**src/logic/mmio_afu_pkg.sv**
```systemverilog
`default_nettype none

package mmio_afu_pkg;

    // ============================================================
    // Sizes and address map
    // ============================================================

    // Every MMIO address on the host channel counts 64-bit qwords
    localparam int QWORD_ADDR_W = 12;
    localparam int QWORD_W = 64;
    localparam int LINE_W = 512;

    // One line holds eight qwords, so three address bits pick the lane
    localparam int QWORDS_PER_LINE = LINE_W / QWORD_W;
    localparam int QWORD_SEL_W = 3;

    // Register 0 is the identifier and the rest are scratch
    localparam int NUM_CSR = 16;
    localparam int CSR_IDX_W = 4;
    localparam logic [QWORD_W-1:0] AFU_ID = 64'h5a3c_96e1_0f27_b4d8;

    // The line window sits above the register region
    localparam logic [QWORD_ADDR_W-1:0] LINE_BASE = 12'h100;
    localparam int NUM_LINES = 4;
    localparam int LINE_IDX_W = 2;
    localparam int LINE_QWORDS = NUM_LINES * QWORDS_PER_LINE;
    localparam int LINE_QW_IDX_W = 5;

    // ============================================================
    // Payload and request types
    // ============================================================

    // The same 512 bits seen either as a whole line or as eight lanes
    typedef union packed {
        logic [LINE_W-1:0] line;
        logic [QWORDS_PER_LINE-1:0][QWORD_W-1:0] qword;
    } mmio_payload_u;

    // One request as the host presents it
    // A 64-bit access carries its data in lane 0 of the payload
    typedef struct packed {
        logic is_write;
        logic is_line;
        logic [QWORD_ADDR_W-1:0] address;
        mmio_payload_u payload;
    } host_req_t;

    // Read response returned to the host
    typedef struct packed {
        logic [QWORD_ADDR_W-1:0] address;
        logic [QWORD_W-1:0] data;
    } host_rsp_t;

    // Single-cycle strobe on the 64-bit read/write port
    typedef struct packed {
        logic valid;
        logic write;
        logic [QWORD_ADDR_W-1:0] address;
        logic [QWORD_W-1:0] data;
    } mmio64_req_t;

    // Single-cycle strobe on the write-only line port
    typedef struct packed {
        logic valid;
        logic [LINE_IDX_W-1:0] line;
        mmio_payload_u data;
    } mmio512_req_t;

endpackage

`default_nettype wire

```
**src/logic/host_chan_mmio_adapter.sv**
```systemverilog
`timescale 1ns/1ps
`default_nettype none

module host_chan_mmio_adapter #(
    parameter int TIMING_STAGES = 2
) (
    input  logic                             clk,
    input  logic                             rst,
    input  logic                             req_req,
    input  mmio_afu_pkg::host_req_t          host_req,
    output logic                             req_ack,
    output logic                             rsp_req,
    output mmio_afu_pkg::host_rsp_t          rsp,
    input  logic                             rsp_ack,
    output mmio_afu_pkg::mmio64_req_t        mmio64,
    output mmio_afu_pkg::mmio512_req_t       mmio512,
    input  logic [mmio_afu_pkg::QWORD_W-1:0] rd_data
);
    import mmio_afu_pkg::*;

    logic accept;
    logic read_pending;
    logic rd_wait;
    logic rsp_drop;
    host_req_t tail_req;
    logic tail_vld;
    logic [QWORD_ADDR_W-1:0] line_off;
    logic line_ok;
    logic to_line;

    // ============================================================
    // Request handshake
    // ============================================================

    // A new request is taken only between handshakes and never while
    // a read is still waiting for its response to complete
    assign accept = req_req && !req_ack && !read_pending;

    // The ack stays up until the host withdraws its request
    always_ff @(posedge clk) begin
        if (rst) begin
            req_ack <= 1'b0;
        end else if (accept) begin
            req_ack <= 1'b1;
        end else if (!req_req) begin
            req_ack <= 1'b0;
        end
    end

    // ============================================================
    // Timing register stages
    // ============================================================

    if (TIMING_STAGES == 0) begin : g_no_stage
        // Without stages the strobe register takes the request directly
        assign tail_vld = accept;
        assign tail_req = host_req;
    end else begin : g_stages
        host_req_t pipe_req [TIMING_STAGES];
        logic [TIMING_STAGES-1:0] pipe_vld;

        // Stage 0 is the capture register and loads with the ack
        always_ff @(posedge clk) begin
            pipe_req[0] <= host_req;
            for (int i = 1; i < TIMING_STAGES; i++) begin
                pipe_req[i] <= pipe_req[i-1];
            end
            if (rst) begin
                pipe_vld <= '0;
            end else begin
                pipe_vld[0] <= accept;
                for (int i = 1; i < TIMING_STAGES; i++) begin
                    pipe_vld[i] <= pipe_vld[i-1];
                end
            end
        end

        assign tail_vld = pipe_vld[TIMING_STAGES-1];
        assign tail_req = pipe_req[TIMING_STAGES-1];
    end

    // ============================================================
    // Strobe steering
    // ============================================================

    // Offset into the line window and the alignment rule for line writes
    assign line_off = tail_req.address - LINE_BASE;
    assign line_ok = (tail_req.address >= LINE_BASE) &&
                     (line_off < QWORD_ADDR_W'(LINE_QWORDS)) &&
                     (line_off[QWORD_SEL_W-1:0] == '0);

    // Reads always go out on the 64-bit port since the line port has no read side
    assign to_line = tail_req.is_write && tail_req.is_line;

    always_ff @(posedge clk) begin
        mmio64.write <= tail_req.is_write;
        mmio64.address <= tail_req.address;
        mmio64.data <= tail_req.payload.qword[0];
        mmio512.line <= line_off[QWORD_SEL_W +: LINE_IDX_W];
        mmio512.data <= tail_req.payload;
        if (rst) begin
            mmio64.valid <= 1'b0;
            mmio512.valid <= 1'b0;
        end else begin
            mmio64.valid <= tail_vld && !to_line;
            // A misplaced line write is simply dropped here
            mmio512.valid <= tail_vld && to_line && line_ok;
        end
    end

    // ============================================================
    // Read response handshake
    // ============================================================

    always_ff @(posedge clk) begin
        // The address is kept from the strobe and the data arrives a cycle later
        if (mmio64.valid && !mmio64.write) begin
            rsp.address <= mmio64.address;
        end
        if (rd_wait) begin
            rsp.data <= rd_data;
        end
        if (rst) begin
            read_pending <= 1'b0;
            rd_wait <= 1'b0;
            rsp_req <= 1'b0;
            rsp_drop <= 1'b0;
        end else begin
            rd_wait <= mmio64.valid && !mmio64.write;

            // Pending covers the whole trip from ack to the end of the response
            if (accept && !host_req.is_write) begin
                read_pending <= 1'b1;
            end else if (rsp_drop && !rsp_ack) begin
                read_pending <= 1'b0;
            end

            if (rd_wait) begin
                rsp_req <= 1'b1;
            end else if (rsp_req && rsp_ack) begin
                rsp_req <= 1'b0;
            end

            // Wait for the host to release its ack before the next request
            if (rsp_req && rsp_ack) begin
                rsp_drop <= 1'b1;
            end else if (!rsp_ack) begin
                rsp_drop <= 1'b0;
            end
        end
    end

    // No request is acked while a read is still on its way through the
    // strobe, the read data register or the response handshake
    a_no_ack_during_read: assert property (@(posedge clk) disable iff (rst)
        $rose(req_ack) |->
            !$past(mmio64.valid && !mmio64.write) && !$past(rd_wait) &&
            !$past(rsp_req) && !$past(rsp_drop));

    // The response is held for as long as it is offered
    a_rsp_stable: assert property (@(posedge clk) disable iff (rst)
        rsp_req && $past(rsp_req) |-> rsp == $past(rsp));

endmodule

`default_nettype wire

```
**config.mk**
```make
export PLATFORM = sky130hd
export DESIGN_NAME = host_chan_mmio_adapter
export DESIGN_NICKNAME = d
export VERILOG_FILES = /design/src/logic/mmio_afu_pkg.sv /design/src/logic/host_chan_mmio_adapter.sv
export SDC_FILE = /design/constraint.sdc
export NUM_CORES = 1
export LEC_CHECK = 0
export ABC_AREA = 0
export BUFFER_PORTS_ARGS = -buffer_cell sky130_fd_sc_hd__buf_2
export CORE_AREA = 5 5 496 498
export CTS_BUF_LIST = sky130_fd_sc_hd__clkbuf_8
export DETAILED_ROUTE_END_ITERATION = 10
export DIE_AREA = 0 0 501 503
export SLEW_MARGIN = 10
export SYNTH_ARGS = -nofsm -noshare
export SYNTH_HDL_FRONTEND = slang
export SYNTH_SLANG_ARGS = --single-unit
```
**constraint.sdc**
```tcl
create_clock -name clk -period 2.92 [get_ports clk]
set_clock_uncertainty 0.1 [all_clocks]
set_input_delay 0.438 -clock clk [delete_from_list [all_inputs] [get_ports clk]]
set_output_delay 0.438 -clock clk [all_outputs]
set_load 0.005 [all_outputs]
```
==> metrics.md <==
| Metric | Value |
|---|---|
| WL/cell | `20.3 um` |
| Via count | `23400` |
| Sequential share of the synthesized area | `98.1%` |
| Worst path slowest cell | `edfxtp_1` |
| Sequential Power Share | `50.4%` |
| Pin count of the biggest net entering global routing | `29` |
| Logic gate share of total power | `5.0%` |
| Max incr delay on CP | `560 ps` |
| Max Slew Vio Count | `0` |
| Max-slew headroom | `23.2%` |
| Outcome | `complete, no violations` |
| CTS Buffer Depth | `4` |
| Crit path arrival time | `1720 ps` |
| CTS resizes | `0` |
| Share of total power in the clock network | `44.7%` |
| Crit. End Element | `primary output` |
| FF+latch count, synth | `1662` |
| Final instance area | `61200 um2` |
| LEAKAGE | `26.8 nW` |
| Die ar. | `252000 um2` |
| Nets | `4903` |
| DRC viols | `0` |
| Worst-path maximum fanout | `1` |
| # H-tree levels | `5` |
| Worst min-delay path category | `input pin to flop` |
| # placed instances | `6152` |
| First DRT Iteration DRCs | `1132` |
| Setup violations, final | `0` |
| Power Density | `795 nW/um2` |
| Vias per inst | `3.01` |
| DP Worst Slack | `1210 ps` |
| Synth Warn # | `0` |
| Cell Int Power | `37.6 mW` |
| Switching Share | `22.6%` |
| Die Y | `503 um` |
| Unrepaired setup endpoints after global routing | `no` |
| Period utilisation layout | `77.2%` |
| Total negative slack | `0 ps` |
| Synth Cell Area | `34700 um2` |
| Setup CP Type | `flop to primary output` |
| Post-synth EDFFs | `76` |
| Max VDD drop | `0.556 mV` |
| Main synth FF type | `dfxtp_1` |
| Initial Util | `14.4%` |
| Pwr Total | `48.6 mW` |
| Net Count, Synth | `2344` |
| Root buf cell | `clkbuf_8` |
| CTS buffer count | `292` |
| Antenna violations before repair | `128` |
| Layout area overhead | `76.5%` |
| CTS tree | `yes` |
| First-pass GRT wire length | `207000 um` |
| Fraction of registers with async set/reset | `0%` |
| Max_cap viols | `0` |
| Grt total ovfl | `0` |
| Buffers & Inverters on Critical Path | `1` |
| Clk sinks | `1662` |
| Post-layout min period | `2250 ps` |
| Clk_lat worst skew | `970 ps` |
| Row count | `181` |
| Syn avg cell area | `19.8 um2` |
| Clock slew at reported path FFs | `50 ps` |
| Syn Inst Count | `1750` |
| Crit path launch type | `flop` |
| Hold violation count in the final report | `0` |
| Non-Filler Instances | `7765` |
| Vias in the first global route | `25900` |
| Core area | `242000 um2` |
| Synth unique cells | `15` |
| CP delay by family, top | `flip-flops` |
| Setup WS post-layout | `667 ps` |
| Antenna Nets Post-Route | `0` |
| PortBufs | `1264` |
| Dpl hpwl | `117000 um` |
| Post-DP Area | `44500 um2` |
| Final Wtd Congestion | `0.919` |
| Die W | `501 um` |
| Final WL | `158000 um` |
| Switch Pwr | `11.0 mW` |
| Fmax achieved | `444 MHz` |
| Share of layout cells above drive strength 1 | `37.4%` |
| Worst-Margin Slew | `1150 ps` |
| WP data required | `2380 ps` |
| Io pins | `1265` |
| GRT Total Usage | `12.0%` |
| Cells along the critical path | `buf_2` |
| 1st-pass router iterations | `5` |
[layout make-up]
cell class | instances | area [um2]
Inverter | 2 | 7.51
Multi-Input combinational cell | 20 | 140
Timing Repair Buffer | 2331 | 17000
Clock inverter | 156 | 1190
Sequential cell | 1662 | 34000
Clock buffer | 342 | 4710
Tap cell | 3202 | 4010
Fill cell | 24500 | 180000
Antenna cell | 50 | 125
[synth_stat cells (2+ instances only)]
master	n	area, um2
dfxtp_1	1586	31800
edfxtp_1	76	2280
buf_4	66	495
nand2b_1	4	25.0
nor2b_1	4	25.0
a21oi_1	3	15.0
inv_1	2	7.51
nor2_1	2	7.51
[per-layer routing]
| layer | routed length (um) | vias to the layer above | GRT usage (%) |
|---|---|---|---|
| met1 | 63400 | 10800 | 14.0 |
| li1 | - | 10700 | - |
| met2 | 67700 | 1420 | 18.1 |
| met5 | 341 | - | 0 |
| met3 | 20400 | 424 | 6.85 |
| met4 | 6130 | 52 | 5.05 |
[cell families (layout without fill, tap and decap cells)]
kind of cell / after synthesis / count (layout) / synth area share [%]
flip-flops: 1662 / 1662 / 98.1
AO/OA/AOI/OAI: 4 / 4 / 0.0685
buffers and inverters: 68 / 2831 / 1.45
other: 0 / 50 / 0
AND/OR/NAND/NOR: 16 / 16 / 0.336
[cells in the final DEF, fill, tap and decap left out, drive strengths merged]
cell and instances:
nor4 1, or4b 1, clkinv 41, clkbuf 342, clkinvlp 19, dlygate4sd3 1065
dfxtp 1586, buf 1266, or2 1, nor3b 1, edfxtp 76, or4bb 1
diode 50, nor2b 4, nand2b 4, or4 1, o32ai 1, bufinv 16
inv 82, nor2 2, a21oi 3
[sequential cells by signal, summed over array words and instances, names as in the netlist]
register / count
rsp: 76
mmio64: 13
g_stages.pipe_req: 1052
g_stages.pipe_vld: 2
rd_wait: 1
rsp_req: 1
req_ack: 1
mmio512: 514
rsp_drop: 1
read_pending: 1
[stage by stage]
step	hold slack (ps)	utilization [%]
3_3_place_gp	209	18.4
5_1_grt	0.822	25.3
3_5_place_dp	212	18.4
2_1_floorplan	210	-
4_1_cts	1.04	25.3
6_report	146	25.3
[path summary, 6_finish.rpt]
kind | to | startpoint | cells after the start | slack, ps
worst min-delay path | g_stages.pipe_req[0][368] | host_req[368] | 2 | 150
worst max-delay path | rsp[0] | rsp[0] | 1 | 670
worst max register to register | rsp[68] | mmio64[77] | 1 | 1150
worst min register to register | g_stages.pipe_req[0][727] | g_stages.pipe_req[0][201] | 0 | 170
[power by group through the flow]
stage	combinational [mW]	clock, mW	sequential, mW
after CTS	2.41	22.4	24.5
after global placement	1.16	0	24.9
final	2.42	21.7	24.5
after detailed placement	1.17	0	25.0
after global routing	2.60	23.6	24.6
after floorplan	0.0805	0	24.8
[timing repair]
item / CTS / global route
hold endpoints to repair: 599 / 0
setup buffers: 0 / 0
hold buffers: 1065 / 0
Note: power is estimated with default switching activity, not from simulation.
